**config.mk**
```make
export PLATFORM = sky130hd
export DESIGN_NAME = ace_keyboard_top
export DESIGN_NICKNAME = d
export VERILOG_FILES = /design/src/ace_kbd_pkg.sv /design/src/ps2_receiver.sv /design/src/kbd_controller.sv /design/src/key_translator.sv /design/src/key_matrix.sv /design/src/ace_keyboard_top.sv
export SDC_FILE = /design/constraint.sdc
export NUM_CORES = 1
export LEC_CHECK = 0
export ABC_AREA = 0
export BUFFER_PORTS_ARGS = -buffer_cell sky130_fd_sc_hd__buf_2
export CORE_ASPECT_RATIO = 1.5
export CORE_UTILIZATION = 65
export CTS_CLUSTER_DIAMETER = 120
export CTS_CLUSTER_SIZE = 30
export DETAILED_ROUTE_END_ITERATION = 7
export PLACE_DENSITY = 0.83
export SLEW_MARGIN = 30
export SYNTH_ARGS = -nofsm -noshare
export SYNTH_HDL_FRONTEND = slang
export SYNTH_SLANG_ARGS = --single-unit
export TNS_END_PERCENT = 30
```
**constraint.sdc**
```tcl
create_clock -name clk -period 4.35 [get_ports clk]
set_input_delay 0.87 -clock clk [delete_from_list [all_inputs] [get_ports clk]]
set_output_delay 0.87 -clock clk [all_outputs]
set_load 0.005 [all_outputs]
```
**src/ace_kbd_pkg.sv**
```systemverilog
`default_nettype none

package ace_kbd_pkg;

    ////////////////////////////////////////////////////////////////////////////
    // Host matrix geometry
    ////////////////////////////////////////////////////////////////////////////

    localparam int num_rows = 8;
    localparam int num_cols = 5;

    typedef logic [2:0] row_t;
    typedef logic [2:0] col_t;

    ////////////////////////////////////////////////////////////////////////////
    // PS/2 set 2 codes
    ////////////////////////////////////////////////////////////////////////////

    localparam logic [7:0] prefix_ext = 8'he0;  // Extended key follows
    localparam logic [7:0] prefix_brk = 8'hf0;  // Key release follows

    // Right control and the cursor keys share these codes, told apart by E0
    typedef enum logic [7:0] {
        key_a = 8'h1c, key_b = 8'h32, key_c = 8'h21, key_d = 8'h23,
        key_e = 8'h24, key_f = 8'h2b, key_g = 8'h34, key_h = 8'h33,
        key_i = 8'h43, key_j = 8'h3b, key_k = 8'h42, key_l = 8'h4b,
        key_m = 8'h3a, key_n = 8'h31, key_o = 8'h44, key_p = 8'h4d,
        key_q = 8'h15, key_r = 8'h2d, key_s = 8'h1b, key_t = 8'h2c,
        key_u = 8'h3c, key_v = 8'h2a, key_w = 8'h1d, key_x = 8'h22,
        key_y = 8'h35, key_z = 8'h1a,
        key_0 = 8'h45, key_1 = 8'h16, key_2 = 8'h1e, key_3 = 8'h26,
        key_4 = 8'h25, key_5 = 8'h2e, key_6 = 8'h36, key_7 = 8'h3d,
        key_8 = 8'h3e, key_9 = 8'h46,
        key_space = 8'h29,
        key_enter = 8'h5a,
        key_esc = 8'h76,
        key_bksp = 8'h66,
        key_caps = 8'h58,
        key_f2 = 8'h06,
        key_f5 = 8'h03,
        key_lshift = 8'h12,
        key_rshift = 8'h59,
        key_ctrl = 8'h14,
        key_lalt = 8'h11,
        key_kp_period = 8'h71,
        key_up = 8'h75,     // Keypad 8 without E0
        key_down = 8'h72,
        key_left = 8'h6b,
        key_right = 8'h74
    } key_code_t;

    ////////////////////////////////////////////////////////////////////////////
    // Prefix tracking
    ////////////////////////////////////////////////////////////////////////////

    typedef enum logic [1:0] {
        idle,
        ext_seen,
        brk_seen,
        ext_brk_seen
    } ctrl_state_t;

endpackage

`default_nettype wire

```
**src/ps2_receiver.sv**
```systemverilog
`timescale 1ns/1ps
`default_nettype none

module ps2_receiver #(
    parameter int FRAME_TIMEOUT = 2000
) (
    input wire clk,
    input wire rst_n,
    input wire clkps2,
    input wire dataps2,
    output logic byte_valid,
    output logic [7:0] rx_byte
);

    localparam int idle_w = $clog2(FRAME_TIMEOUT + 1);

    logic [2:0] clk_sync;       // Two sync stages plus edge history
    logic [1:0] data_sync;
    logic fall;
    logic [9:0] frame;
    logic [10:0] frame_next;
    logic frame_ok;
    logic [3:0] bit_cnt;
    logic [idle_w-1:0] idle_cnt;

    assign fall = clk_sync[2] && !clk_sync[1];
    assign frame_next = {data_sync[1], frame};

    // Start low, odd parity over data and parity, stop high
    assign frame_ok = !frame_next[0] && (^frame_next[9:1]) && frame_next[10];

    always_ff @(posedge clk or negedge rst_n)
    begin
        if (!rst_n)
        begin
            clk_sync <= '1;     // Bus idles high
            data_sync <= '1;
        end
        else
        begin
            clk_sync <= {clk_sync[1:0], clkps2};
            data_sync <= {data_sync[0], dataps2};
        end
    end

    always_ff @(posedge clk or negedge rst_n)
    begin
        if (!rst_n)
        begin
            bit_cnt <= '0;
            idle_cnt <= '0;
            byte_valid <= 1'b0;
        end
        else
        begin
            byte_valid <= 1'b0;
            if (fall)
            begin
                idle_cnt <= '0;
                if (bit_cnt == 4'd10)
                begin
                    bit_cnt <= '0;
                    byte_valid <= frame_ok;     // Bad frames dropped silently
                end
                else
                    bit_cnt <= bit_cnt + 4'd1;
            end
            else if (bit_cnt != 4'd0)
            begin
                // Line went quiet in mid frame
                if (idle_cnt == idle_w'(FRAME_TIMEOUT - 1))
                begin
                    bit_cnt <= '0;
                    idle_cnt <= '0;
                end
                else
                    idle_cnt <= idle_cnt + 1'b1;
            end
        end
    end

    always_ff @(posedge clk)
    begin
        if (fall)
        begin
            frame <= frame_next[10:1];
            if (bit_cnt == 4'd10)
                rx_byte <= frame_next[8:1];
        end
    end

endmodule

`default_nettype wire

```
**src/kbd_controller.sv**
```systemverilog
`timescale 1ns/1ps
`default_nettype none

module kbd_controller (
    input wire clk,
    input wire rst_n,
    input wire byte_valid,
    input wire [7:0] rx_byte,
    output logic key_event,
    output ace_kbd_pkg::key_code_t key_code,
    output logic extended,
    output logic released,
    output logic shift,
    output logic ctrl,
    output logic alt,
    output logic clear_all,
    output logic kbd_reset,
    output logic kbd_nmi,
    output logic kbd_mreset
);

    import ace_kbd_pkg::*;

    ctrl_state_t state;
    key_code_t code_in;
    logic ext_now;
    logic brk_now;
    logic combo;

    assign code_in = key_code_t'(rx_byte);
    assign ext_now = (state == ext_seen) || (state == ext_brk_seen);
    assign brk_now = (state == brk_seen) || (state == ext_brk_seen);
    assign combo = ctrl && alt;

    always_ff @(posedge clk or negedge rst_n)
    begin
        if (!rst_n)
        begin
            state <= idle;
            key_event <= 1'b0;
            key_code <= key_code_t'(8'h00);
            extended <= 1'b0;
            released <= 1'b0;
            shift <= 1'b0;
            ctrl <= 1'b0;
            alt <= 1'b0;
            clear_all <= 1'b0;
            kbd_reset <= 1'b1;
            kbd_nmi <= 1'b1;
            kbd_mreset <= 1'b1;
        end
        else
        begin
            key_event <= 1'b0;
            clear_all <= 1'b0;
            if (byte_valid)
            begin
                if (rx_byte == prefix_ext)
                    state <= brk_now ? ext_brk_seen : ext_seen;
                else if (rx_byte == prefix_brk)
                    state <= ext_now ? ext_brk_seen : brk_seen;
                else
                begin
                    state <= idle;
                    key_code <= code_in;
                    extended <= ext_now;
                    released <= brk_now;
                    case (code_in)
                        key_lshift, key_rshift:
                            shift <= !brk_now;
                        key_lalt:
                            alt <= !brk_now;
                        key_ctrl:
                        begin
                            ctrl <= !brk_now;   // Also a matrix key
                            key_event <= 1'b1;
                        end
                        // A held line is always let go on release
                        key_f5:
                            if (combo || !kbd_nmi)
                                kbd_nmi <= brk_now;
                            else
                                key_event <= 1'b1;
                        key_kp_period:
                            if (combo || !kbd_reset)
                            begin
                                kbd_reset <= brk_now;
                                clear_all <= !brk_now;
                            end
                            else
                                key_event <= 1'b1;
                        key_bksp:
                            if (combo || !kbd_mreset)
                                kbd_mreset <= brk_now;
                            else
                                key_event <= 1'b1;
                        default:
                            key_event <= 1'b1;
                    endcase
                end
            end
        end
    end

endmodule

`default_nettype wire

```
**src/key_translator.sv**
```systemverilog
`timescale 1ns/1ps
`default_nettype none

module key_translator (
    input wire ace_kbd_pkg::key_code_t key_code,
    input wire extended,
    input wire shift,
    input wire ctrl,
    input wire alt,
    output logic pri_valid,
    output ace_kbd_pkg::row_t pri_row,
    output ace_kbd_pkg::col_t pri_col,
    output logic sec_valid,
    output ace_kbd_pkg::row_t sec_row,
    output ace_kbd_pkg::col_t sec_col
);

    import ace_kbd_pkg::*;

    // Positions as octal {row, col}
    localparam logic [5:0] caps_shift = 6'o00;
    localparam logic [5:0] sym_shift = 6'o01;

    logic [5:0] pri;
    logic [5:0] sec;
    logic pri_on;
    logic use_caps;
    logic use_sym;
    logic is_cursor;

    assign is_cursor = key_code inside {key_up, key_down, key_left, key_right};

    always_comb
    begin
        pri = 6'o00;
        pri_on = 1'b1;
        use_caps = 1'b0;
        use_sym = 1'b0;
        case (key_code)
            key_z: pri = 6'o02;
            key_x: pri = 6'o03;
            key_c: pri = 6'o04;
            key_a: pri = 6'o10;
            key_s: pri = 6'o11;
            key_d: pri = 6'o12;
            key_f: pri = 6'o13;
            key_g: pri = 6'o14;
            key_q: pri = 6'o20;
            key_w: pri = 6'o21;
            key_e: pri = 6'o22;
            key_r: pri = 6'o23;
            key_t: pri = 6'o24;
            key_p: pri = 6'o50;
            key_o: pri = 6'o51;
            key_i: pri = 6'o52;
            key_u: pri = 6'o53;
            key_y: pri = 6'o54;
            key_l: pri = 6'o61;
            key_k: pri = 6'o62;
            key_j: pri = 6'o63;
            key_h: pri = 6'o64;
            key_m: pri = 6'o71;
            key_n: pri = 6'o72;
            key_b: pri = 6'o73;
            key_v: pri = 6'o74;
            key_1: pri = alt ? 6'o11 : 6'o30;                   // alt gives |
            key_2: pri = (shift && !alt) ? 6'o50 : 6'o31;       // alt gives @
            key_3: pri = 6'o32;
            key_4: pri = 6'o33;
            key_5: pri = 6'o34;
            key_6: pri = shift ? 6'o64 : 6'o44;
            key_7: pri = shift ? 6'o44 : 6'o43;
            key_8: pri = shift ? 6'o73 : 6'o42;
            key_9: pri = shift ? 6'o42 : 6'o41;
            key_0: pri = shift ? 6'o41 : 6'o40;
            key_space: pri = 6'o70;
            key_enter: pri = 6'o60;
            key_esc: pri = 6'o70;               // Break
            key_bksp: pri = 6'o40;              // Delete
            key_caps: pri = 6'o31;
            key_f2: pri = 6'o30;                // Edit
            key_up: pri = 6'o44;
            key_down: pri = 6'o43;
            key_left: pri = 6'o34;
            key_right: pri = 6'o42;
            key_ctrl: pri = extended ? sym_shift : caps_shift;
            default: pri_on = 1'b0;
        endcase

        if (key_code inside {key_a, key_b, key_c, key_d, key_e, key_f, key_g, key_h,
                             key_i, key_j, key_k, key_l, key_m, key_n, key_o, key_p,
                             key_q, key_r, key_s, key_t, key_u, key_v, key_w, key_x,
                             key_y, key_z})
            use_caps = shift;
        if (key_code inside {key_0, key_1, key_2, key_3, key_4, key_5, key_6, key_7,
                             key_8, key_9})
            use_sym = shift || (alt && (key_code inside {key_1, key_2}));
        if (key_code inside {key_4, key_9})
            use_caps = ctrl && !shift;  // Inverse video, graphics
        if ((key_code inside {key_esc, key_bksp, key_caps, key_f2}) || is_cursor)
            use_caps = 1'b1;
        if (is_cursor && !extended)
            pri_on = 1'b0;              // Plain keypad digits
    end

    assign sec = use_sym ? sym_shift : caps_shift;

    assign pri_valid = pri_on;
    assign pri_row = pri[5:3];
    assign pri_col = pri[2:0];
    assign sec_valid = pri_on && (use_caps || use_sym);
    assign sec_row = sec[5:3];
    assign sec_col = sec[2:0];

endmodule

`default_nettype wire

```
**src/key_matrix.sv**
```systemverilog
`timescale 1ns/1ps
`default_nettype none

module key_matrix (
    input wire clk,
    input wire rst_n,
    input wire key_event,
    input wire released,
    input wire clear_all,
    input wire pri_valid,
    input wire ace_kbd_pkg::row_t pri_row,
    input wire ace_kbd_pkg::col_t pri_col,
    input wire sec_valid,
    input wire ace_kbd_pkg::row_t sec_row,
    input wire ace_kbd_pkg::col_t sec_col,
    input wire [ace_kbd_pkg::num_rows-1:0] rows,
    output logic [ace_kbd_pkg::num_cols-1:0] columns
);

    import ace_kbd_pkg::*;

    logic [num_rows-1:0][num_cols-1:0] pressed;     // One bit per key, 1 = down

    always_ff @(posedge clk or negedge rst_n)
    begin
        if (!rst_n)
            pressed <= '0;
        else if (clear_all)
            pressed <= '0;
        else if (key_event)
        begin
            if (pri_valid)
                pressed[pri_row][pri_col] <= !released;
            if (sec_valid)
                pressed[sec_row][sec_col] <= !released;
        end
    end

    // Host drives one or more rows low and reads the columns
    always_comb
    begin
        columns = '1;
        for (int r = 0; r < num_rows; r++)
        begin
            if (!rows[r])
                columns = columns & ~pressed[r];
        end
    end

endmodule

`default_nettype wire

```
**src/ace_keyboard_top.sv**
```systemverilog
`timescale 1ns/1ps
`default_nettype none

module ace_keyboard_top #(
    parameter int FRAME_TIMEOUT = 2000
) (
    input wire clk,
    input wire rst_n,
    input wire clkps2,
    input wire dataps2,
    input wire [ace_kbd_pkg::num_rows-1:0] rows,
    output wire [ace_kbd_pkg::num_cols-1:0] columns,
    output wire kbd_reset,
    output wire kbd_nmi,
    output wire kbd_mreset
);

    import ace_kbd_pkg::*;

    logic byte_valid;
    logic [7:0] rx_byte;
    logic key_event;
    key_code_t key_code;
    logic extended;
    logic released;
    logic shift;
    logic ctrl;
    logic alt;
    logic clear_all;
    logic pri_valid;
    row_t pri_row;
    col_t pri_col;
    logic sec_valid;
    row_t sec_row;
    col_t sec_col;

    ps2_receiver #(
        .FRAME_TIMEOUT(FRAME_TIMEOUT)
    ) u_rx (
        .clk(clk),
        .rst_n(rst_n),
        .clkps2(clkps2),
        .dataps2(dataps2),
        .byte_valid(byte_valid),
        .rx_byte(rx_byte)
    );

    kbd_controller u_ctrl (
        .clk(clk),
        .rst_n(rst_n),
        .byte_valid(byte_valid),
        .rx_byte(rx_byte),
        .key_event(key_event),
        .key_code(key_code),
        .extended(extended),
        .released(released),
        .shift(shift),
        .ctrl(ctrl),
        .alt(alt),
        .clear_all(clear_all),
        .kbd_reset(kbd_reset),
        .kbd_nmi(kbd_nmi),
        .kbd_mreset(kbd_mreset)
    );

    key_translator u_xlat (
        .key_code(key_code),
        .extended(extended),
        .shift(shift),
        .ctrl(ctrl),
        .alt(alt),
        .pri_valid(pri_valid),
        .pri_row(pri_row),
        .pri_col(pri_col),
        .sec_valid(sec_valid),
        .sec_row(sec_row),
        .sec_col(sec_col)
    );

    key_matrix u_matrix (
        .clk(clk),
        .rst_n(rst_n),
        .key_event(key_event),
        .released(released),
        .clear_all(clear_all),
        .pri_valid(pri_valid),
        .pri_row(pri_row),
        .pri_col(pri_col),
        .sec_valid(sec_valid),
        .sec_row(sec_row),
        .sec_col(sec_col),
        .rows(rows),
        .columns(columns)
    );

endmodule

`default_nettype wire

```
==> qor.csv <==
metric;value;unit
cts_setup_buffers;0;
finalInstanceArea;6510;um2
startpoint_type;flip-flop;
cts_tree;done;
htreeDepth;3;
multiInputGateArea;3140;um2
total_power;2020;uW
placed_cell_area;6230;um2
drt_iter0_markers;282;
tns;0;ns
portBuffers;19;
rsz0062_at_grt;false;
hold_violations;0;
wl_per_cell;20.7;um
crit_arrival;3.69;ns
start_util;0.667;
yosys_most_used_dff;dfrtp_1;
synth_top_family_by_area;simple AND/OR/NAND/NOR gates;
setup_ws;0.877;ns
synthSimpleGateAreaFrac;0.260;
path_class;reg2reg;
fp.dieW;81.3;um
syn_inst;673;
slew_headroom;0.386;
async_flop_share;0.818;
syn-cell-area;6140;um2
period_share;0.798;
clk_pin_slew;0.07;ns
synth_top_area_frac;0.298;
drive_above_1_share;0.103;
seq_area_frac_synth;0.420;
dp_slack;0.955;ns
fin_skew;0.00989;ns
finalMaxSlewViolations;0;
synth_compound_area_frac;0.167;
end_kind;flip-flop;
synth.largest_area_cell;dfrtp_1;
overflow;0;
crit_fanout;19;
grt_usage;0.357;
synth_most_common_cell;nand2_1;
final-seq-area;2580;um2
synth_xor_area_frac;0.0185;
cts_root_buffer;clkbuf_16;
ff2ff_setup_slack;0.88;ns
outcome;completed;
max_freq;288;MHz
fp-row-count;43;
yosysWarnings;0;
num_io_pins;20;
cts_hold_buf;0;
synth_fa_ha_area_frac;0.00815;
synthToLayoutAreaGrowth;6.07;%
vias;5221;
avgSynthCellArea;9.12;um2
dp_hpwl;12300;um
grt_pass1_wl;26000;um
cp.required;4.57;ns
power_density;311;nW/um2
grt_pass1_vias;5232;
tightest_slew;0.916;ns
hp-class;reg2reg;
drc_errors;0;
cts_max_path_buffers;2;
min_period;3.47;ns
postLayoutCoreUtil;0.708;
routed_wl;16400;um
setup_viol;0;
drtAntennaViolNets;0;
post_cts_resized;0;
synth_nets;689;
p_leak;0.00259;uW
fp.dieH;121;um
grt_antenna_before_repair;0;
ys_ff_latch;99;
nets;691;
clkLatencyLatePin;0.35;ns
drt_first_pass_iters;4;
synthTopCellsByArea;dfrtp_1, edfxtp_1, mux2i_1;
coreArea;9200;um2
yosys-top-cells-count;nand2_1, dfrtp_1, inv_1, o21ai_0, nand2b_1;
dieArea;9840;um2
synth_edf_count;18;
avgViaCountPerCell;6.59;
ys_types;82;
cts_sinks;99;
num_antenna_cells;0;
cts_buffers;9;
place_congestion;1.02;
max-vdd-ir-drop;0.270;mV
n_fill_cell;727;
grt_max_degree;82;
muxShareOfSynthArea;0.0579;
drv_cap;0;
## path summary, 6_finish.rpt
path                                     from                    to  depth (start not counted)
max                        u_ctrl.key_code[4]  u_matrix.pressed[29]                          8
min                          u_rx.clk_sync[0]      u_rx.clk_sync[1]                          0
max reg2reg                u_ctrl.key_code[4]  u_matrix.pressed[29]                          8
min reg2reg                  u_rx.clk_sync[0]      u_rx.clk_sync[1]                          0
max in group asynchronous               rst_n      u_ctrl.clear_all                          1
min in group asynchronous               rst_n   u_matrix.pressed[6]                          1
## logic make-up (layout without fill, tap and decap cells)
logic type,count (synthesis),after routing
simple gates,276,276
xor+xnor,13,13
flops,99,99
compound gates,153,153
fa+ha+maj,4,4
mux,35,35
buf+inv,93,100
## cells in the final DEF (no fill, tap or decap), types with 4 or more instances in the layout
cell type / Yosys / routed
and4b_1: 5 / 5
nor2b_1: 9 / 9
xnor2_1: 10 / 10
nor4_1: 13 / 13
clkbuf_16: 0 / 9
inv_1: 57 / 57
nor2_1: 26 / 26
a211o_1: 5 / 5
ha_1: 4 / 4
nor3_2: 5 / 5
a31oi_1: 7 / 7
o22ai_1: 23 / 23
nor4b_2: 4 / 4
dfrtp_1: 73 / 72
edfxtp_1: 18 / 18
dfstp_2: 8 / 8
nor3_1: 9 / 9
a21oi_1: 15 / 15
nand3b_1: 5 / 5
mux2i_1: 34 / 34
nand2b_1: 45 / 45
nand4b_1: 4 / 4
o31ai_1: 5 / 5
nand4_1: 4 / 4
o21ai_0: 48 / 48
a22oi_1: 4 / 4
o21ai_1: 4 / 4
nand3_1: 19 / 19
buf_4: 1 / 7
buf_2: 17 / 18
nand2_1: 85 / 85
and2_1: 6 / 6
and3_1: 11 / 11
## power by group
part	internal [uW]	switching (uW)	leakage, uW
sequential	990	68.3	0.00126
clock	398	350	0.000137
combinational	76.8	138	0.00120
## worst max-delay path: stages (launching register included)
cell,delay [ns]
dfrtp_1,0.76
nor3b_2,0.51
nand2_1,0.24
o311ai_1,0.47
nor3_1,0.13
and4_1,0.29
nor3_2,0.64
a211o_1,0.22
o21ai_0,0.07
## layout make-up
type                    count  area share
clock inverters             5     0.00711
multi-input cells         481       0.483
repair buffers             26      0.0236
inverters                  58      0.0334
flip-flops and latches     99       0.396
clock buffers              11      0.0357
well taps                 112      0.0215
## through the flow
| step | hold slack [ns] | cells |
|---|---|---|
| final | 0.360 | 792 |
| after global routing | 0.363 | 792 |
| after CTS | 0.361 | 792 |
| after detailed placement | 0.352 | 776 |
| after global placement | 0.346 | 776 |
| after floorplan | 0.345 | 673 |
## state kept, by name, indices dropped and copies added (netlist names), 2 cells and up
register	flops
u_ctrl.key_code	8
u_rx.clk_sync	3
u_ctrl.state	2
u_rx.idle_cnt	11
u_rx.frame	10
u_rx.data_sync	2
u_rx.rx_byte	8
u_matrix.pressed	40
u_rx.bit_cnt	4
## metal layers
layer / part of all wire / track usage
met3: 0.051 / 0.0662
met2: 0.52 / 0.614
met5: 0 / 0
met1: 0.35 / 0.371
met4: 0.073 / 0.277
No activity file was read; power rests on OpenSTA's default activity.
